--- config.mk ---
export PLATFORM = sky130hd
export DESIGN_NAME = codec_audio_top
export DESIGN_NICKNAME = d
export VERILOG_FILES = /design/src/codec_pkg.sv /design/src/i2s_frame_if.sv /design/src/reset_stretcher.sv /design/src/adau_command_list.sv /design/src/adau_spi_master.sv /design/src/i2s_master.sv /design/src/codec_audio_top.sv
export SDC_FILE = /design/constraint.sdc
export NUM_CORES = 1
export LEC_CHECK = 0
export BUFFER_PORTS_ARGS = -buffer_cell sky130_fd_sc_hd__buf_4
export CORE_MARGIN = 5
export CORE_UTILIZATION = 40
export CTS_BUF_LIST = sky130_fd_sc_hd__clkbuf_4 sky130_fd_sc_hd__clkbuf_8
export DETAILED_ROUTE_END_ITERATION = 10
export PLACE_DENSITY = 0.53
export RECOVER_POWER = 100
export SETUP_SLACK_MARGIN = 0.02
export SLEW_MARGIN = 20
export SYNTH_ARGS = -nofsm -noshare
export SYNTH_HDL_FRONTEND = slang
export SYNTH_SLANG_ARGS = --single-unit
--- constraint.sdc ---
create_clock -name clk_soc -period 5.7 [get_ports clk_soc]
set_clock_uncertainty 0.15 [all_clocks]
set_input_delay 0.285 -clock clk_soc [delete_from_list [all_inputs] [get_ports clk_soc]]
set_output_delay 0.285 -clock clk_soc [all_outputs]
set_load 0.02 [all_outputs]
--- src/codec_pkg.sv ---
package codec_pkg;

    localparam int SAMPLE_WIDTH       = 24;  // dac sample width
    localparam int SLOT_WIDTH         = 32;  // bclk periods per channel slot
    localparam int BCLK_DIV           = 4;   // clk_soc cycles per bclk half period
    localparam int CCLK_DIV           = 4;   // clk_soc cycles per cclk half period
    localparam int FRAME_FIFO_DEPTH   = 4;   // stereo frames held in the i2s fifo
    localparam int RESET_STRETCH_BITS = 6;   // top bit high for 32 cycles
    localparam int CMD_COUNT          = 6;   // entries in the start-up list
    localparam int CMD_WIDTH          = 32;  // one spi control word

    // counter widths and terminal values, sized to the counters that use them
    localparam int CCLK_DIV_BITS = $clog2(CCLK_DIV);
    localparam logic [CCLK_DIV_BITS-1:0] CCLK_DIV_LAST = CCLK_DIV_BITS'(CCLK_DIV - 1);
    localparam int CMD_BIT_BITS = $clog2(CMD_WIDTH);
    localparam logic [CMD_BIT_BITS-1:0] CMD_BIT_LAST = CMD_BIT_BITS'(CMD_WIDTH - 1);
    localparam int CMD_INDEX_BITS = $clog2(CMD_COUNT);
    localparam logic [CMD_INDEX_BITS-1:0] CMD_INDEX_LAST = CMD_INDEX_BITS'(CMD_COUNT - 1);
    localparam int BCLK_DIV_BITS = $clog2(BCLK_DIV);
    localparam logic [BCLK_DIV_BITS-1:0] BCLK_DIV_LAST = BCLK_DIV_BITS'(BCLK_DIV - 1);
    localparam int SLOT_BIT_BITS = $clog2(SLOT_WIDTH);
    localparam logic [SLOT_BIT_BITS-1:0] SLOT_BIT_LAST = SLOT_BIT_BITS'(SLOT_WIDTH - 1);
    localparam int SLOT_PAD_BITS = SLOT_WIDTH - SAMPLE_WIDTH - 1;  // zeros after the lsb
    localparam int FIFO_PTR_BITS = $clog2(FRAME_FIFO_DEPTH);
    localparam logic [FIFO_PTR_BITS-1:0] FIFO_PTR_LAST = FIFO_PTR_BITS'(FRAME_FIFO_DEPTH - 1);
    localparam int FIFO_COUNT_BITS = $clog2(FRAME_FIFO_DEPTH + 1);
    localparam logic [FIFO_COUNT_BITS-1:0] FIFO_FULL_COUNT = FIFO_COUNT_BITS'(FRAME_FIFO_DEPTH);

    // spi control word: raw view for the shifter, field view for building and decoding
    typedef union packed {
        logic [CMD_WIDTH-1:0] raw;
        struct packed {
            logic [7:0]  chip_addr_rw;  // chip address 0, write
            logic [15:0] reg_addr;
            logic [7:0]  reg_data;
        } fields;
    } adau_command_t;

    localparam adau_command_t ADAU_INIT_COMMANDS [CMD_COUNT] = '{
        32'h00_4000_00,  // dummy write, latch toggle 1 of 3 selects spi mode
        32'h00_4000_00,  // dummy write 2
        32'h00_4000_00,  // dummy write 3
        32'h00_4000_01,  // R0 clock control, core clock on
        32'h00_402A_03,  // R42 dac control 0, both dac channels on
        32'h00_4015_00   // R21 serial port 0, codec slave, i2s format
    };

endpackage

--- src/i2s_frame_if.sv ---
interface i2s_frame_if;

    logic [codec_pkg::SAMPLE_WIDTH-1:0] frame_l;  // left sample
    logic [codec_pkg::SAMPLE_WIDTH-1:0] frame_r;  // right sample
    logic                               write_frame;  // store both samples this cycle
    logic                               full;     // fifo holds FRAME_FIFO_DEPTH frames

    modport source (
        output frame_l,
        output frame_r,
        output write_frame,
        input  full
    );

    modport sink (
        input  frame_l,
        input  frame_r,
        input  write_frame,
        output full
    );

endinterface

--- src/reset_stretcher.sv ---
module reset_stretcher (
    input  logic clk_soc,
    input  logic reset_i,
    input  logic pll_locked_i,
    output logic core_reset_o
);

    logic [codec_pkg::RESET_STRETCH_BITS-1:0] stretch_count;  // counts down to zero

    always_ff @(posedge clk_soc) begin
        if (reset_i || !pll_locked_i) begin
            stretch_count <= '1;  // re-arm the full stretch
        end else if (|stretch_count) begin
            stretch_count <= stretch_count - 1'b1;
        end
    end

    // top bit drops after half the count range, 32 cycles with 6 bits
    assign core_reset_o = stretch_count[codec_pkg::RESET_STRETCH_BITS-1];

endmodule

--- src/adau_command_list.sv ---
module adau_command_list (
    input  logic                     clk_soc,
    input  logic                     reset_i,
    input  logic                     spi_ready_i,
    input  logic                     clatch_n_i,
    output codec_pkg::adau_command_t command_o,
    output logic                     command_valid_o,
    output logic                     init_done_o
);

    logic [codec_pkg::CMD_INDEX_BITS-1:0] cmd_index;  // table entry on offer
    logic                                 all_sent;   // last entry accepted by the spi master
    logic                                 latch_seen; // last frame has pulled clatch low
    logic                                 transfer;   // valid and ready in the same cycle

    assign transfer  = command_valid_o && spi_ready_i;
    assign command_o = codec_pkg::ADAU_INIT_COMMANDS[cmd_index];  // stable while valid

    // walk the table, one entry per handshake
    always_ff @(posedge clk_soc) begin
        if (reset_i) begin
            cmd_index       <= '0;
            command_valid_o <= 1'b0;
            all_sent        <= 1'b0;
        end else begin
            if (transfer) begin
                command_valid_o <= 1'b0;  // one idle cycle between commands
                if (cmd_index == codec_pkg::CMD_INDEX_LAST) begin
                    all_sent <= 1'b1;
                end else begin
                    cmd_index <= cmd_index + 1'b1;
                end
            end else if (!command_valid_o && !all_sent) begin
                command_valid_o <= 1'b1;  // offer the next entry
            end
        end
    end

    // init_done waits for the final latch frame to close
    always_ff @(posedge clk_soc) begin
        if (reset_i) begin
            latch_seen  <= 1'b0;
            init_done_o <= 1'b0;
        end else begin
            if (all_sent && !clatch_n_i) begin
                latch_seen <= 1'b1;
            end
            if (latch_seen && clatch_n_i) begin
                init_done_o <= 1'b1;  // sticky until reset
            end
        end
    end

endmodule

--- src/adau_spi_master.sv ---
module adau_spi_master (
    input  logic                     clk_soc,
    input  logic                     reset_i,
    input  logic                     command_valid_i,
    input  codec_pkg::adau_command_t command_i,
    output logic                     spi_ready_o,
    output logic                     cclk_o,
    output logic                     cdata_o,
    output logic                     clatch_n_o
);

    logic                                busy;       // latch frame open, bits shifting
    logic                                gap;        // one cycle after the latch closes
    logic [codec_pkg::CCLK_DIV_BITS-1:0] div_count;  // cycles within a cclk half period
    logic [codec_pkg::CMD_BIT_BITS-1:0]  bit_count;  // bits already sent
    logic [codec_pkg::CMD_WIDTH-1:0]     shift_q;    // msb on the wire
    logic                                half_end;   // last cycle of a half period
    logic                                bit_end;    // cclk high phase ends, next bit

    assign spi_ready_o = !busy && !gap;
    assign clatch_n_o  = !busy;
    assign cdata_o     = busy && shift_q[codec_pkg::CMD_WIDTH-1];  // low between frames
    assign half_end    = div_count == codec_pkg::CCLK_DIV_LAST;
    assign bit_end     = busy && half_end && cclk_o;

    always_ff @(posedge clk_soc) begin
        if (reset_i) begin
            busy      <= 1'b0;
            gap       <= 1'b0;
            cclk_o    <= 1'b0;
            div_count <= '0;
            bit_count <= '0;
        end else if (spi_ready_o) begin
            if (command_valid_i) begin
                busy      <= 1'b1;  // clatch low from the next cycle
                div_count <= '0;
                bit_count <= '0;
            end
        end else if (gap) begin
            gap <= 1'b0;  // ready again next cycle
        end else begin
            if (half_end) begin
                div_count <= '0;
                cclk_o    <= ~cclk_o;
                if (cclk_o) begin  // falling cclk closes one bit
                    bit_count <= bit_count + 1'b1;
                    if (bit_count == codec_pkg::CMD_BIT_LAST) begin
                        busy <= 1'b0;  // raise clatch
                        gap  <= 1'b1;
                    end
                end
            end else begin
                div_count <= div_count + 1'b1;
            end
        end
    end

    // data moves only as cclk falls, so it holds through the high phase
    always_ff @(posedge clk_soc) begin
        if (spi_ready_o && command_valid_i) begin
            shift_q <= command_i.raw;
        end else if (bit_end) begin
            shift_q <= {shift_q[codec_pkg::CMD_WIDTH-2:0], 1'b0};
        end
    end

endmodule

--- src/i2s_master.sv ---
module i2s_master (
    input  logic      clk_soc,
    input  logic      reset_i,
    i2s_frame_if.sink frames_i,
    output logic      bclk_o,
    output logic      lrclk_o,
    output logic      sdata_o
);

    logic [codec_pkg::SAMPLE_WIDTH-1:0]    fifo_l [codec_pkg::FRAME_FIFO_DEPTH];
    logic [codec_pkg::SAMPLE_WIDTH-1:0]    fifo_r [codec_pkg::FRAME_FIFO_DEPTH];
    logic [codec_pkg::FIFO_PTR_BITS-1:0]   wr_ptr;
    logic [codec_pkg::FIFO_PTR_BITS-1:0]   rd_ptr;
    logic [codec_pkg::FIFO_COUNT_BITS-1:0] fifo_count;  // frames stored
    logic                                  fifo_empty;
    logic                                  fifo_push;
    logic                                  fifo_pop;
    logic [codec_pkg::SAMPLE_WIDTH-1:0]    pop_l;       // zero on underrun
    logic [codec_pkg::SAMPLE_WIDTH-1:0]    pop_r;

    logic [codec_pkg::BCLK_DIV_BITS-1:0]   bclk_div;    // cycles within a bclk half period
    logic [codec_pkg::SLOT_BIT_BITS-1:0]   slot_bit;    // bclk periods into the slot
    logic                                  bclk_fall;   // bclk falls on this edge
    logic                                  slot_end;    // lrclk toggles on this edge
    logic                                  left_start;  // right slot ends, left slot begins
    logic [codec_pkg::SLOT_WIDTH-1:0]      slot_shift;  // msb on sdata
    logic [codec_pkg::SAMPLE_WIDTH-1:0]    right_hold;  // right sample of the current frame

    assign fifo_empty    = fifo_count == '0;
    assign frames_i.full = fifo_count == codec_pkg::FIFO_FULL_COUNT;
    assign fifo_push     = frames_i.write_frame && !frames_i.full;  // dropped while full
    assign fifo_pop      = left_start && !fifo_empty;
    assign pop_l         = fifo_empty ? '0 : fifo_l[rd_ptr];
    assign pop_r         = fifo_empty ? '0 : fifo_r[rd_ptr];

    assign bclk_fall  = bclk_o && bclk_div == codec_pkg::BCLK_DIV_LAST;
    assign slot_end   = bclk_fall && slot_bit == codec_pkg::SLOT_BIT_LAST;
    assign left_start = slot_end && lrclk_o;
    assign sdata_o    = slot_shift[codec_pkg::SLOT_WIDTH-1];

    // frame storage
    always_ff @(posedge clk_soc) begin
        if (fifo_push) begin
            fifo_l[wr_ptr] <= frames_i.frame_l;
            fifo_r[wr_ptr] <= frames_i.frame_r;
        end
    end

    always_ff @(posedge clk_soc) begin
        if (reset_i) begin
            wr_ptr     <= '0;
            rd_ptr     <= '0;
            fifo_count <= '0;
        end else begin
            if (fifo_push) begin
                wr_ptr <= (wr_ptr == codec_pkg::FIFO_PTR_LAST) ? '0 : wr_ptr + 1'b1;
            end
            if (fifo_pop) begin
                rd_ptr <= (rd_ptr == codec_pkg::FIFO_PTR_LAST) ? '0 : rd_ptr + 1'b1;
            end
            case ({fifo_push, fifo_pop})
                2'b10:   fifo_count <= fifo_count + 1'b1;
                2'b01:   fifo_count <= fifo_count - 1'b1;
                default: fifo_count <= fifo_count;  // none, or one in and one out
            endcase
        end
    end

    // bclk, lrclk and slot shifter, all stepping on falling bclk
    always_ff @(posedge clk_soc) begin
        if (reset_i) begin
            bclk_div   <= '0;
            bclk_o     <= 1'b0;
            lrclk_o    <= 1'b0;  // first slot after reset is a silent left slot
            slot_bit   <= '0;
            slot_shift <= '0;
            right_hold <= '0;
        end else begin
            if (bclk_div == codec_pkg::BCLK_DIV_LAST) begin
                bclk_div <= '0;
                bclk_o   <= ~bclk_o;
            end else begin
                bclk_div <= bclk_div + 1'b1;
            end

            if (slot_end) begin
                slot_bit <= '0;
                lrclk_o  <= ~lrclk_o;
                // leading zero gives the one bclk delay before the msb
                if (lrclk_o) begin
                    slot_shift <= {1'b0, pop_l, {codec_pkg::SLOT_PAD_BITS{1'b0}}};
                    right_hold <= pop_r;
                end else begin
                    slot_shift <= {1'b0, right_hold, {codec_pkg::SLOT_PAD_BITS{1'b0}}};
                end
            end else if (bclk_fall) begin
                slot_bit   <= slot_bit + 1'b1;
                slot_shift <= {slot_shift[codec_pkg::SLOT_WIDTH-2:0], 1'b0};
            end
        end
    end

endmodule

--- src/codec_audio_top.sv ---
module codec_audio_top (
    input  logic                               clk_soc,
    input  logic                               reset_i,
    input  logic                               pll_locked_i,
    input  logic                               write_frame_i,
    input  logic [codec_pkg::SAMPLE_WIDTH-1:0] frame_l_i,
    input  logic [codec_pkg::SAMPLE_WIDTH-1:0] frame_r_i,
    output logic                               full_o,
    output logic                               init_done_o,
    output logic                               core_reset_o,
    output logic                               cclk_o,
    output logic                               cdata_o,
    output logic                               clatch_n_o,
    output logic                               bclk_o,
    output logic                               lrclk_o,
    output logic                               sdata_o
);

    codec_pkg::adau_command_t adau_command;  // command list to spi master
    logic                     adau_command_valid;
    logic                     spi_ready;

    i2s_frame_if frames ();

    // frame source side comes straight from the top ports
    assign frames.frame_l     = frame_l_i;
    assign frames.frame_r     = frame_r_i;
    assign frames.write_frame = write_frame_i;
    assign full_o             = frames.full;

    reset_stretcher stretch (
        .clk_soc      (clk_soc),
        .reset_i      (reset_i),
        .pll_locked_i (pll_locked_i),
        .core_reset_o (core_reset_o)
    );

    adau_command_list ctrl (
        .clk_soc         (clk_soc),
        .reset_i         (core_reset_o),
        .spi_ready_i     (spi_ready),
        .clatch_n_i      (clatch_n_o),  // init_done waits for the last frame
        .command_o       (adau_command),
        .command_valid_o (adau_command_valid),
        .init_done_o     (init_done_o)
    );

    adau_spi_master spi (
        .clk_soc         (clk_soc),
        .reset_i         (core_reset_o),
        .command_valid_i (adau_command_valid),
        .command_i       (adau_command),
        .spi_ready_o     (spi_ready),
        .cclk_o          (cclk_o),
        .cdata_o         (cdata_o),
        .clatch_n_o      (clatch_n_o)
    );

    i2s_master i2s (
        .clk_soc  (clk_soc),
        .reset_i  (core_reset_o),
        .frames_i (frames.sink),
        .bclk_o   (bclk_o),
        .lrclk_o  (lrclk_o),
        .sdata_o  (sdata_o)
    );

endmodule

==> impl_metrics.toml <==
[run_status]
outcome = "complete, but fails checks"
failed_checks = "capacitance limit, slew limit"

[synth]
synth_top_family_by_area = "multiplexers"
yosys_warnings = 0
synth-simple-area-share_pct = 8.381
synth_most_common_cell = "edfxtp_1"
yosys.area.top_type = "edfxtp_1"
synthTopCellsByCount = "edfxtp_1, dfxtp_1, nor2_1, mux4_2, nand3_1"
synth_mux_area_share_pct = 9.169
async_flop_share_pct = 0
synth_area_sq_mm = 0.01223
ys_ff_latch = 314
syn-num-nets = 840
synth_xor_area_share_pct = 0.5731
ys_seq_area_share_pct = 69.75
synth-main-ff-cell = "edfxtp_1"
syn-instance-count = 771
netlist.area_leader.share_pct = 55.01
yosysUniqueCellTypes = 50
synth_edf_count = 224
synth_fa_ha_area_share_pct = 1.801
syn_area_per_cell_sq_um = 15.86
yosys-top-cells-area = "edfxtp_1, dfxtp_1, mux4_2"
synth_compound_area_share_pct = 7.603

[critical_path]
slowest_stage = "ha_1"
crit_fanout = 58
rr_worst_depth = 12
criticalPathCategory = "reg -> reg"
cp-start-kind = "register"
cpPeakStageDelay_ns = 1.41
r2r-end = "i2s.fifo_count[2]"
rrSetupSlack_ns = 1.33
critPathRequiredTime_ns = 6.01
r2r_start = "i2s.slot_bit[0]"
critPathCaptureType = "register"
cp_common_cell = "ha_1"
path_cells = "ha_1, and3_1, ha_1, nand4_1, buf_4, nor2_1, ha_1, inv_1, fa_1, xor2_1, or3_1, a21oi_1"
startpoint = "i2s.slot_bit[0]"
cp_data_arrival_time_ns = 4.69

[global_route]
antenna_found_initial = 0
overflow = 0
first_global_vias = 7258
grt_max_degree = 59
grt_usage_pct = 14.52
grt_first_pass_wirelength_mm = 39.16

[floorplanning]
die_x_microns = 184.8
die_area_sq_mm = 0.03416
core.rowCount = 64
core_area_sq_mm = 0.03035
die_height_microns = 184.8
initial_core_util_pct = 40.29
num_io_pins = 61

[place]
dpl.hpwl_mm = 14.25
routabilityCongestion = 0.7688
postPlaceCellArea_sq_mm = 0.01299
port_buffers = 60

[sta]
setup-violations-final = 0
setup_tns_ns = 0
max_freq_mhz = 228.7
rsz0062_at_grt = "no"
min_period_over_period_pct = 76.73
drv_slew = 331
worstMarginPinSlew_ns = 3.401
layout_min_cycle_time_ns = 4.373
max_slew_margin_pct = -126.8
finalHoldViolCount = 0

[clock_tree]
numCtsBuffers = 52
clock_sinks = 314
worst_skew_pair.late_latency_ns = 0.56
cts-resized-gates = 0
path_clk_slew_ns = 0.06
cts_hold_buffers = 51
cts_tree = "yes"
root_buffer = "clkbuf_8"
post_cts_buffers = 0
clockBufferDepth = 3
cts.htree.levels = 2

[worst_hold_path]
hold_path_depth = 1
worstHoldStart = "i2s.bclk_div[0]"
min_to = "i2s.bclk_div[0]"
hold_class = "reg -> reg"

[routing]
vias_per_cell = 5.200
vias = 6932
drt_iter0_drc = 322
drc_errors = 0
totalWireLength_mm = 24.49
ant_nets = 0
wl_per_cell_microns = 18.37
drt_first_pass_iters = 4

[layout]
fin_area_sq_mm = 0.01431
multi_input_area_sq_mm = 0.003368
final_nets = 965
register_area_sq_mm = 0.008531
fill_cells = 2635
antenna_cells = 0
syn_to_final_growth_pct = 17.01
drive_gt1_share_pct = 15.05

[job]
cap_violations = 7

[power]
total_leakage_power_nw = 4.459
peakVddDrop_mv = 0.2739
p_per_area_mw_per_mm2 = 314.5
## power by group
part / switching, mW / internal, mW
Clock: 0.855 / 1.08
Combinational: 0.0447 / 0.0500
Sequential: 0.00454 / 2.46
Total: 0.904 / 3.59
## worst max path at each step
stage / end / slack, ns / depth (start not counted)
final: i2s.fifo_count[2] / 1.33 / 12
after global routing: i2s.fifo_count[2] / 0.96 / 12
after CTS: i2s.fifo_count[2] / 1.92 / 12
after detailed placement: i2s.fifo_count[2] / 1.94 / 12
after global placement: i2s.fifo_count[2] / 2.18 / 12
after floorplan: i2s.fifo_count[2] / 2.79 / 13
## per-stage QoR
stage / total power [mW] / hold WS [ns] / std cells / utilization, % / worst slack (ns)
after global placement: 2.593 / 0.2571 / 1187 / 42.81 / 2.183
after CTS: 4.586 / 0.2688 / 1333 / 47.93 / 1.915
after global routing: 4.679 / 0.2951 / 1333 / 47.14 / 0.9574
after detailed placement: 2.597 / 0.2683 / 1187 / 42.81 / 1.943
final: 4.499 / 0.2686 / 1333 / 47.14 / 1.327
after floorplan: 2.540 / 0.2339 / 771 / - / 2.785
## layout by cell type (no fill, tap or decap), drive strengths merged, types with 18 or more instances in the layout
cell	n
edfxtp	224
clkbuf	138
dfxtp	90
dlygate4sd3	51
mux4	48
nor2	42
nand3	37
a21oi	26
nor2b	25
and2	25
a311oi	24
a32o	24
a211oi	23
inv	18
clkinv	18
## cells by family after synthesis
logic type                 count (synthesis)
DFF                                      314
and+or+nand+nor                          189
AOI/OAI and AO/OA                        126
buffers and inverters                     68
muxes                                     49
adders and majority gates                 17
xor gates and xnor gates                   8
## sequential cells by signal (all words and copies together), names as in the netlist, 2 cells and up, named ones only
name and flops:
i2s.fifo_l 96, i2s.fifo_r 96, spi.shift_q 32, i2s.slot_shift 25, i2s.right_hold 24, stretch.stretch_count 6, i2s.slot_bit 5, spi.bit_count 5
ctrl.cmd_index 3, i2s.fifo_count 3, i2s.bclk_div 2, i2s.rd_ptr 2, i2s.wr_ptr 2, spi.div_count 2
## metal layers
metal	wire length (microns)	up-vias	GRT usage (%)
li1	-	3284	-
met1	10030	3444	18.09
met2	12500	146	25.26
met3	1081	58	2.789
met4	876	0	5.432
met5	0	-	0
## critical path, delay by kind of cell, from the launching register on
kind | cells | cell delay (ns)
simple gates | 4 | 0.80
xor+xnor | 1 | 0.16
flops | 1 | 0.39
compound gates | 1 | 0.17
fa+ha+maj | 4 | 2.24
buf+inv | 2 | 0.38
## cell type report
class	count	area share, %
well taps	396	3.463
multi-input cells	389	23.54
clock inverters	20	0.8483
clock buffers	75	6.428
repair buffers	121	5.615
flip-flops and latches	314	59.63
inverters	18	0.4723
Power figures use the tool's default switching activity.
